===== src/logic/alu_pkg.sv =====
// ======================================================================
// Shared types for the integer execution cluster: opcodes, function
// codes, the instruction word and the issue and result records
// ======================================================================
package alu_pkg;

	// One data word and the issuer's tag that follows it
	typedef logic [31:0] value_t;
	typedef logic [3:0]  tag_t;

	// Major opcodes
	typedef enum logic [5:0] {
		op_r2    = 6'h02,
		op_shift = 6'h03,
		op_addi  = 6'h04,
		op_muli  = 6'h06,
		op_divi  = 6'h07,
		op_andi  = 6'h08,
		op_ori   = 6'h09,
		op_xori  = 6'h0a,
		op_mov   = 6'h10,
		op_nop   = 6'h3f
	} opcode_t;

	// Function codes, register group first and shift group above 6'h20
	typedef enum logic [5:0] {
		fn_add   = 6'h04,
		fn_sub   = 6'h05,
		fn_and   = 6'h08,
		fn_or    = 6'h09,
		fn_xor   = 6'h0a,
		fn_nor   = 6'h0c,
		fn_cmp   = 6'h10,
		fn_cmpu  = 6'h11,
		fn_slt   = 6'h12,
		fn_sltu  = 6'h13,
		fn_seq   = 6'h14,
		fn_mul   = 6'h18,
		fn_mulu  = 6'h19,
		fn_mulh  = 6'h1a,
		fn_muluh = 6'h1b,
		fn_div   = 6'h1c,
		fn_divu  = 6'h1d,
		fn_mod   = 6'h1e,
		fn_modu  = 6'h1f,
		fn_asl   = 6'h20,
		fn_lsr   = 6'h21,
		fn_asr   = 6'h22,
		fn_rol   = 6'h23,
		fn_ror   = 6'h24
	} func_t;

	// Register form of the instruction word
	typedef struct packed {
		opcode_t     opcode;
		func_t       func;
		logic [19:0] spare;
	} instr_r2_t;

	// Shift form, opcode and func sit where the register form has them
	typedef struct packed {
		opcode_t     opcode;
		func_t       func;
		logic        imm_sel;
		logic [4:0]  amount;
		logic [13:0] spare;
	} instr_shift_t;

	typedef union packed {
		instr_r2_t    r2;
		instr_shift_t shift;
	} instruction_t;

	// One operation as it leaves the issue stage
	typedef struct packed {
		logic         valid;
		tag_t         tag;
		instruction_t ir;
		value_t       a;
		value_t       b;
	} alu_issue_t;

	// One completed operation
	typedef struct packed {
		logic   valid;
		tag_t   tag;
		value_t value;
		logic   dbz;
	} alu_result_t;

	typedef struct packed {
		logic eq;
		logic lt;
		logic ltu;
	} cmp_flags_t;

endpackage


===== src/logic/alu_compare.sv =====
// ======================================================================
// Compare unit, gives the flags for set-if and the two compare words
// ======================================================================
`timescale 1ns/1ns

module alu_compare (
	input  alu_pkg::value_t     a,
	input  alu_pkg::value_t     b,
	output alu_pkg::cmp_flags_t flags,
	output alu_pkg::value_t     cmp_word,
	output alu_pkg::value_t     cmpu_word
);

	// Each relation is computed once and shared by all users
	assign flags.eq  = (a == b);
	assign flags.lt  = ($signed(a) < $signed(b));
	assign flags.ltu = (a < b);

	// Word layout is bit 2 greater, bit 1 less, bit 0 equal
	assign cmp_word  = {29'd0, ~flags.eq & ~flags.lt, flags.lt, flags.eq};
	assign cmpu_word = {29'd0, ~flags.eq & ~flags.ltu, flags.ltu, flags.eq};

endmodule


===== src/logic/alu_divider.sv =====
// ======================================================================
// Restoring radix-2 divider, one load cycle then 32 iterations
// ======================================================================
`timescale 1ns/1ns

module alu_divider (
	input  logic            clk,
	input  logic            arst_n,
	input  logic            start,
	input  logic            signed_mode,
	input  alu_pkg::value_t a,
	input  alu_pkg::value_t b,
	output logic            done,
	output alu_pkg::value_t quotient,
	output alu_pkg::value_t remainder,
	output logic            dbz
);

	import alu_pkg::*;

	logic        running;
	logic [5:0]  count;
	logic        neg_a;
	logic        neg_b;
	value_t      quo;
	value_t      rem;
	value_t      dvs;
	value_t      dividend;
	logic        neg_q;
	logic        neg_r;
	logic        dbz_r;
	logic        ovf_r;
	logic [32:0] partial;
	value_t      q_fix;
	value_t      r_fix;

	assign neg_a = signed_mode & a[31];
	assign neg_b = signed_mode & b[31];

	// Next partial remainder with the top quotient bit brought down
	assign partial = {rem, quo[31]};

	// ==================================================================
	// Sequencer
	// ==================================================================
	always_ff @(posedge clk or negedge arst_n)
	begin
		if (!arst_n)
		begin
			running <= 1'b0;
			count   <= '0;
			done    <= 1'b0;
		end
		else
		begin
			done <= 1'b0;
			if (start)
			begin
				running <= 1'b1;
				count   <= 6'd32;
			end
			else if (running)
			begin
				count <= count - 6'd1;
				// Last iteration, done pulses for one cycle after it
				if (count == 6'd1)
				begin
					running <= 1'b0;
					done    <= 1'b1;
				end
			end
		end
	end

	// ==================================================================
	// Datapath on magnitudes
	// ==================================================================
	always_ff @(posedge clk)
	begin
		if (start)
		begin
			quo      <= neg_a ? -a : a;
			dvs      <= neg_b ? -b : b;
			rem      <= '0;
			dividend <= a;
			neg_q    <= neg_a ^ neg_b;
			neg_r    <= neg_a;
			dbz_r    <= (b == '0);
			ovf_r    <= signed_mode && a == 32'h8000_0000 && b == 32'hffff_ffff;
		end
		else if (running)
		begin
			// Subtract only when the divisor fits, else keep the shifted value
			if (partial >= {1'b0, dvs})
			begin
				rem <= partial[31:0] - dvs;
				quo <= {quo[30:0], 1'b1};
			end
			else
			begin
				rem <= partial[31:0];
				quo <= {quo[30:0], 1'b0};
			end
		end
	end

	// Remainder takes the sign of the dividend
	assign q_fix = neg_q ? -quo : quo;
	assign r_fix = neg_r ? -rem : rem;

	always_comb
	begin
		if (dbz_r)
		begin
			quotient  = '1;
			remainder = dividend;
		end
		else if (ovf_r)
		begin
			quotient  = dividend;
			remainder = '0;
		end
		else
		begin
			quotient  = q_fix;
			remainder = r_fix;
		end
	end

	assign dbz = dbz_r;

	a_no_restart: assert property (@(posedge clk) disable iff (!arst_n)
		start |-> !running);

endmodule


===== src/logic/alu_lane.sv =====
// ======================================================================
// One ALU lane: decodes an issued operation, runs it and returns a
// tagged result, with multiply and optional divide on their own units
// ======================================================================
`timescale 1ns/1ns

module alu_lane #(
	parameter bit has_divider = 1'b1
) (
	input  logic                clk,
	input  logic                arst_n,
	input  alu_pkg::alu_issue_t issue,
	output logic                busy,
	output alu_pkg::alu_result_t result
);

	import alu_pkg::*;

	instruction_t ir;
	value_t       a;
	value_t       b;
	logic         accept;
	logic         is_r2;
	logic         is_mul;
	logic         is_div;
	logic         want_rem;
	cmp_flags_t   flags;
	value_t       cmp_word;
	value_t       cmpu_word;
	value_t       shift_value;
	value_t       single_value;
	logic         mul_done;
	tag_t         mul_tag;
	value_t       mul_product;
	logic         div_done;
	value_t       div_q;
	value_t       div_r;
	logic         div_dbz;
	tag_t         pend_tag;
	logic         pend_rem;
	logic         res_valid;
	tag_t         res_tag;
	value_t       res_value;
	logic         res_dbz;

	assign ir = issue.ir;
	assign a  = issue.a;
	assign b  = issue.b;

	// No back-pressure, a strobe seen while busy is dropped
	assign accept = issue.valid & ~busy;

	// ==================================================================
	// Decode
	// ==================================================================
	assign is_r2  = (ir.r2.opcode == op_r2);
	assign is_mul = (ir.r2.opcode == op_muli) ||
		(is_r2 && ir.r2.func inside {fn_mul, fn_mulu, fn_mulh, fn_muluh});
	// Without a divider the divide forms fall through as single-cycle zeros
	assign is_div = has_divider && ((ir.r2.opcode == op_divi) ||
		(is_r2 && ir.r2.func inside {fn_div, fn_divu, fn_mod, fn_modu}));
	assign want_rem = is_r2 && ir.r2.func inside {fn_mod, fn_modu};

	alu_compare u_compare (
		.a         (a),
		.b         (b),
		.flags     (flags),
		.cmp_word  (cmp_word),
		.cmpu_word (cmpu_word)
	);

	alu_shifter u_shifter (
		.ir    (ir),
		.a     (a),
		.b     (b),
		.value (shift_value)
	);

	alu_multiplier u_multiplier (
		.clk         (clk),
		.arst_n      (arst_n),
		.start       (accept & is_mul),
		.signed_mode ((ir.r2.opcode == op_muli) || (is_r2 && ir.r2.func inside {fn_mul, fn_mulh})),
		.high_sel    (is_r2 && ir.r2.func inside {fn_mulh, fn_muluh}),
		.tag_in      (issue.tag),
		.a           (a),
		.b           (b),
		.done        (mul_done),
		.tag_out     (mul_tag),
		.product     (mul_product)
	);

	generate
		if (has_divider)
		begin : g_div
			logic div_start;
			logic div_signed;

			assign div_start  = accept & is_div;
			assign div_signed = (ir.r2.opcode == op_divi) ||
				(is_r2 && ir.r2.func inside {fn_div, fn_mod});

			alu_divider u_divider (
				.clk         (clk),
				.arst_n      (arst_n),
				.start       (div_start),
				.signed_mode (div_signed),
				.a           (a),
				.b           (b),
				.done        (div_done),
				.quotient    (div_q),
				.remainder   (div_r),
				.dbz         (div_dbz)
			);
		end
		else
		begin : g_no_div
			assign div_done = 1'b0;
			assign div_q    = '0;
			assign div_r    = '0;
			assign div_dbz  = 1'b0;
		end
	endgenerate

	// ==================================================================
	// Single-cycle result selector
	// ==================================================================
	always_comb
	begin
		case (ir.r2.opcode)
			op_r2:
				case (ir.r2.func)
					fn_add:  single_value = a + b;
					fn_sub:  single_value = a - b;
					fn_and:  single_value = a & b;
					fn_or:   single_value = a | b;
					fn_xor:  single_value = a ^ b;
					fn_nor:  single_value = ~(a | b);
					fn_cmp:  single_value = cmp_word;
					fn_cmpu: single_value = cmpu_word;
					fn_slt:  single_value = {31'd0, flags.lt};
					fn_sltu: single_value = {31'd0, flags.ltu};
					fn_seq:  single_value = {31'd0, flags.eq};
					// Unit operations, zero here is the lane 1 divide answer
					fn_mul, fn_mulu, fn_mulh, fn_muluh,
					fn_div, fn_divu, fn_mod, fn_modu:
						single_value = '0;
					default: single_value = 32'hdeadbeef;
				endcase
			op_shift: single_value = shift_value;
			op_addi:  single_value = a + b;
			op_andi:  single_value = a & b;
			op_ori:   single_value = a | b;
			op_xori:  single_value = a ^ b;
			op_muli,
			op_divi:  single_value = '0;
			op_mov:   single_value = a;
			op_nop:   single_value = '0;
			default:  single_value = 32'hdeadbeef;
		endcase
	end

	// ==================================================================
	// Control and result registers
	// ==================================================================
	always_ff @(posedge clk or negedge arst_n)
	begin
		if (!arst_n)
		begin
			busy      <= 1'b0;
			res_valid <= 1'b0;
		end
		else
		begin
			// Busy spans the whole unit operation and drops with its result
			if (accept && (is_mul || is_div))
				busy <= 1'b1;
			else if (mul_done || div_done)
				busy <= 1'b0;
			res_valid <= (accept && !is_mul && !is_div) || mul_done || div_done;
		end
	end

	// Divide keeps its tag and quotient or remainder choice here
	always_ff @(posedge clk)
	begin
		if (accept)
		begin
			pend_tag <= issue.tag;
			pend_rem <= want_rem;
		end
	end

	always_ff @(posedge clk)
	begin
		if (mul_done)
		begin
			res_tag   <= mul_tag;
			res_value <= mul_product;
			res_dbz   <= 1'b0;
		end
		else if (div_done)
		begin
			res_tag   <= pend_tag;
			res_value <= pend_rem ? div_r : div_q;
			res_dbz   <= div_dbz;
		end
		else
		begin
			res_tag   <= issue.tag;
			res_value <= single_value;
			res_dbz   <= 1'b0;
		end
	end

	assign result = '{valid: res_valid, tag: res_tag, value: res_value, dbz: res_dbz};

	// The single result port is never claimed twice in one cycle
	a_one_result: assert property (@(posedge clk) disable iff (!arst_n)
		(accept && !is_mul && !is_div) |-> !(mul_done || div_done));

endmodule


===== src/logic/alu_multiplier.sv =====
// ======================================================================
// Three-stage 32x32 multiplier, signed or unsigned, high or low half out
// ======================================================================
`timescale 1ns/1ns

module alu_multiplier (
	input  logic            clk,
	input  logic            arst_n,
	input  logic            start,
	input  logic            signed_mode,
	input  logic            high_sel,
	input  alu_pkg::tag_t   tag_in,
	input  alu_pkg::value_t a,
	input  alu_pkg::value_t b,
	output logic            done,
	output alu_pkg::tag_t   tag_out,
	output alu_pkg::value_t product
);

	import alu_pkg::*;

	logic signed [32:0] ext_a;
	logic signed [32:0] ext_b;
	logic signed [63:0] full;
	logic [2:0]         stage_valid;
	logic [2:0]         stage_high;
	tag_t               stage_tag [3];
	logic [63:0]        stage_prod [3];

	// A 33-bit signed view covers both modes with one multiplier
	assign ext_a = {signed_mode & a[31], a};
	assign ext_b = {signed_mode & b[31], b};
	assign full  = ext_a * ext_b;

	// Valid bits walk down the pipe beside the data
	always_ff @(posedge clk or negedge arst_n)
	begin
		if (!arst_n)
			stage_valid <= '0;
		else
			stage_valid <= {stage_valid[1:0], start};
	end

	always_ff @(posedge clk)
	begin
		stage_prod[0] <= full;
		stage_tag[0]  <= tag_in;
		stage_high[0] <= high_sel;
		for (int i = 1; i < 3; i++)
		begin
			stage_prod[i] <= stage_prod[i-1];
			stage_tag[i]  <= stage_tag[i-1];
			stage_high[i] <= stage_high[i-1];
		end
	end

	assign done    = stage_valid[2];
	assign tag_out = stage_tag[2];
	assign product = stage_high[2] ? stage_prod[2][63:32] : stage_prod[2][31:0];

	// The lane keeps at most one product in flight
	a_single_item: assert property (@(posedge clk) disable iff (!arst_n)
		start |-> stage_valid == 3'b000);

endmodule


===== src/logic/alu_shifter.sv =====
// ======================================================================
// Barrel shifter for the shift opcode group, register or immediate amount
// ======================================================================
`timescale 1ns/1ns

module alu_shifter (
	input  alu_pkg::instruction_t ir,
	input  alu_pkg::value_t       a,
	input  alu_pkg::value_t       b,
	output alu_pkg::value_t       value
);

	import alu_pkg::*;

	logic [4:0]  amt;
	logic [63:0] shl;
	logic [63:0] shr;
	value_t      asr;

	// Immediate amount when the instruction asks for it, else b
	assign amt = ir.shift.imm_sel ? ir.shift.amount : b[4:0];

	// Double-width shifts, the bits pushed out land in the other half
	assign shl = {32'd0, a} << amt;
	assign shr = {a, 32'd0} >> amt;
	assign asr = $signed(a) >>> amt;

	always_comb
	begin
		case (ir.shift.func)
			fn_asl:  value = shl[31:0];
			fn_lsr:  value = shr[63:32];
			fn_asr:  value = asr;
			// Rotates fold the spilled half back onto the result
			fn_rol:  value = shl[31:0] | shl[63:32];
			fn_ror:  value = shr[63:32] | shr[31:0];
			default: value = 32'hdeadbeef;
		endcase
	end

endmodule


===== config.mk =====
export PLATFORM = sky130hd
export DESIGN_NAME = alu_lane
export DESIGN_NICKNAME = d
export VERILOG_FILES = /design/src/logic/alu_pkg.sv /design/src/logic/alu_compare.sv /design/src/logic/alu_divider.sv /design/src/logic/alu_lane.sv /design/src/logic/alu_multiplier.sv /design/src/logic/alu_shifter.sv
export SDC_FILE = /design/constraint.sdc
export NUM_CORES = 2
export LEC_CHECK = 0
export ABC_AREA = 1
export ABC_CLOCK_PERIOD_IN_PS = 8900
export BUFFER_PORTS_ARGS = -buffer_cell sky130_fd_sc_hd__buf_2
export CELL_PAD_IN_SITES_DETAIL_PLACEMENT = 0
export CELL_PAD_IN_SITES_GLOBAL_PLACEMENT = 1
export CORE_ASPECT_RATIO = 0.7
export CORE_MARGIN = 10
export CORE_UTILIZATION = 27
export CTS_CLUSTER_SIZE = 12
export DETAILED_ROUTE_END_ITERATION = 12
export PLACE_DENSITY_LB_ADDON = 0.1
export SLEW_MARGIN = 5
export SYNTH_ARGS = -nofsm -noshare
export SYNTH_HDL_FRONTEND = slang
export SYNTH_SLANG_ARGS = --single-unit

===== constraint.sdc =====
create_clock -name clk -period 8.9 [get_ports clk]
set_clock_uncertainty 0.05 [all_clocks]
set_input_delay 1.78 -clock clk [delete_from_list [all_inputs] [get_ports clk]]
set_output_delay 1.78 -clock clk [all_outputs]
set_load 0.05 [all_outputs]

==> results.py <==
metrics = {
    "global_routing": {
        "globalRoute.totalOverflow": 0,
        "grt_pass1_wl_um": 522000,
        "antenna_found_initial": 29,
        "grt_usage_pct": 26.2,
        "grt_pass1_vias": 65601,
        "grt_max_degree": 72,
    },
    "routing": {
        "viasPerCell": 4.99,
        "routedWlPerCell_um": 27.8,
        "postRouteAntennaNets": 0,
        "drt-initial-drc-count": 7874,
        "vias": 67144,
        "drc": 0,
        "first_pass_iters": 8,
        "routed_wl_um": 374000,
    },
    "worst_setup_path": {
        "cpMostUsedCell": "fa_1",
        "start_kind": "primary input",
        "crit_slowest_cell": "fa_1",
        "required_ps": 9390,
        "critPathMaxStageDelay_ps": 620,
        "criticalPathCategory": "primary input to flip-flop",
        "reg2regPathDepth": 14,
        "critPathArrivalTime_ps": 9220,
        "end_kind": "flip-flop",
        "crit_fanout": 16,
    },
    "clocking": {
        "path_clk_slew_ps": 60,
        "cts.path.max_buffers": 3,
        "cts_hold_buf": 0,
        "numCtsBuffers": 48,
        "cts_tree": "yes",
        "numClockSinks": 394,
        "htreeDepth": 2,
        "root_buffer": "clkbuf_16",
        "clk_latency_ps": 700,
    },
    "final_layout": {
        "syn2layout_area_growth_pct": 18.7,
        "drive_gt1_share_pct": 12.5,
        "final_cells": 13451,
        "finalNetCount": 11610,
        "fill_cells": 27920,
    },
    "yosys": {
        "syn-instance-count": 9483,
        "synth_edf_count": 105,
        "seq_area_frac_synth_pct": 13.0,
        "syn_area_um2": 69100,
        "async_reset_ff_share_pct": 3.30,
        "synth_nets": 11061,
        "ys_ff_latch": 394,
        "synth_warnings": 0,
        "synth_cell_types": 63,
        "ys.flop_type": "dfxtp_1",
        "postSynthAreaPerCell_um2": 7.29,
    },
    "sta": {
        "slew_headroom_pct": 17.8,
        "fmax_mhz": 115,
        "fin_crit_sh_pct": 98.0,
        "setup_ws_ps": 175,
        "setup_viol": 0,
        "tightest_slew_ps": 1230,
        "maxSlewViolCount": 0,
        "period_needed_ps": 8720,
        "hold_viol": 0,
    },
    "placement": {
        "port_buffers": 127,
        "post-dp-hpwl_um": 318000,
        "placed_cells": 13351,
        "pre_cts_ws_ps": -990,
        "place_congestion": 0.989,
    },
    "floorplanning": {
        "dieArea_um2": 277000,
        "dieHeight_um": 443,
        "ios": 142,
        "start_util_pct": 27.1,
        "fp.dieW_um": 625,
        "core_area_um2": 255000,
        "placementRows": 155,
    },
    "worst_hold_path": {
        "hold_depth": 0,
        "hp-class": "flip-flop to flip-flop",
    },
    "status": {
        "status": "completed",
    },
    "job": {
        "maxCapViolCount": 0,
    },
}
## synthesized netlist by cell type (55+ instances only)
library cell	count	share of area [%]
inv_1	1987	11
clkbuf_1	293	1.6
buf_2	81	0.59
nand4_1	80	0.72
dfxtp_1	276	8.0
nor2_1	556	3.0
o211ai_1	55	0.60
nor3_1	101	0.73
o21ai_0	350	2.5
nand2_1	2398	13
buf_1	71	0.39
xor2_1	117	1.5
nand3_1	746	5.4
a21oi_1	320	2.3
ha_1	347	6.3
fa_1	1128	33
o22ai_1	63	0.57
edfxtp_1	105	4.6
## what timing repair did
action	4_1_cts	5_1_grt
gates cloned	0	0
pin swaps	1	45
endpoints found under the setup margin	14	28
resized for setup	18	141
setup buffers	0	6
## cells in the final DEF, fill, tap and decap left out, types with 63 or more instances in the layout
| cell type | n |
|---|---|
| a21oi_1 | 312 |
| buf_12 | 106 |
| buf_2 | 126 |
| buf_4 | 725 |
| dfxtp_1 | 276 |
| edfxtp_1 | 105 |
| fa_1 | 1100 |
| ha_1 | 328 |
| inv_1 | 1970 |
| nand2_1 | 2385 |
| nand3_1 | 743 |
| nand4_1 | 80 |
| nor2_1 | 520 |
| nor3_1 | 94 |
| o21ai_0 | 343 |
| o22ai_1 | 63 |
| xor2_1 | 116 |
## layout make-up
| type | instances | area, µm² | area share, % |
|---|---|---|---|
| antenna | 6 | 15.0 | 0.0183 |
| clock buffer | 60 | 1300 | 1.58 |
| clock inverter | 28 | 334 | 0.407 |
| inverter | 2009 | 7560 | 9.22 |
| multi-input combinational | 6618 | 51300 | 62.6 |
| sequential | 394 | 9000 | 11.0 |
| tap | 3375 | 4220 | 5.15 |
| timing repair buffer | 961 | 8240 | 10.0 |
## path summary, 6_finish.rpt
path                                                              from                                     end  slack, ps
worst max-delay path                                         issue[95]  u_multiplier.stage_prod[0][55]$_DFF_P_        180
min in group asynchronous                                       arst_n    g_div.u_divider.count[3]$_DFFE_PN0P_        930
worst min-delay path            u_multiplier.stage_prod[0][11]$_DFF_P_  u_multiplier.stage_prod[0][75]$_DFF_P_        270
max in group asynchronous                                       arst_n    g_div.u_divider.count[2]$_DFFE_PN0P_       7610
worst min register to register  u_multiplier.stage_prod[0][11]$_DFF_P_  u_multiplier.stage_prod[0][75]$_DFF_P_        270
worst max register to register     g_div.u_divider.rem[0]$_SDFFE_PP0P_                   res_value[27]$_DFF_P_       5210
## flip-flops by register name (all words and copies together) (netlist names), 3 cells and up
name,count
g_div.u_divider.count,6
g_div.u_divider.dividend,32
g_div.u_divider.dvs,32
g_div.u_divider.quo,32
g_div.u_divider.rem,32
pend_tag,4
res_tag,4
res_value,32
u_multiplier.stage_high,3
u_multiplier.stage_prod,192
u_multiplier.stage_tag,12
u_multiplier.stage_valid,3
## per-stage QoR
stage / hold WS, ps / setup TNS (ps) / area [µm²] / utilization [%]
3_5_place_dp: 262 / -19680 / 79700 / 31.3
6_report: 267 / 0 / 82000 / 32.2
2_1_floorplan: 260 / -6.22 / 69100 / -
3_3_place_gp: 261 / -18760 / 79700 / 31.3
5_1_grt: 279 / -365 / 82000 / 32.2
4_1_cts: 264 / 0 / 81400 / 32.0
## metal layers
metal	global-route usage, %	vias to the layer above	wire length [µm]	share of wire [%]
met4	4.73	4	7960	2.1
met5	0	-	24	0.0064
met1	41.8	33974	188000	50
li1	-	30004	-	-
met2	34.6	2893	141000	38
met3	6.93	269	38000	10
## critical path, delay by kind of cell
family	cells	cell delay, ps
buf+inv	10	1090
compound gates	6	1000
simple gates	7	890
fa+ha+maj	9	4280
xor+xnor	1	140
## kinds of logic after synthesis
logic type / after synthesis / synth area share, %
AOI/OAI and AO/OA: 995 / 8.23
xor gates and xnor gates: 166 / 2.12
DFF: 394 / 13.0
adders and majority gates: 1475 / 39.0
buffers and inverters: 2471 / 13.7
and+or+nand+nor: 3982 / 24.0
Power is not shown: default switching activity piles up to over one toggle a cycle in this logic, so the estimate is an artifact.
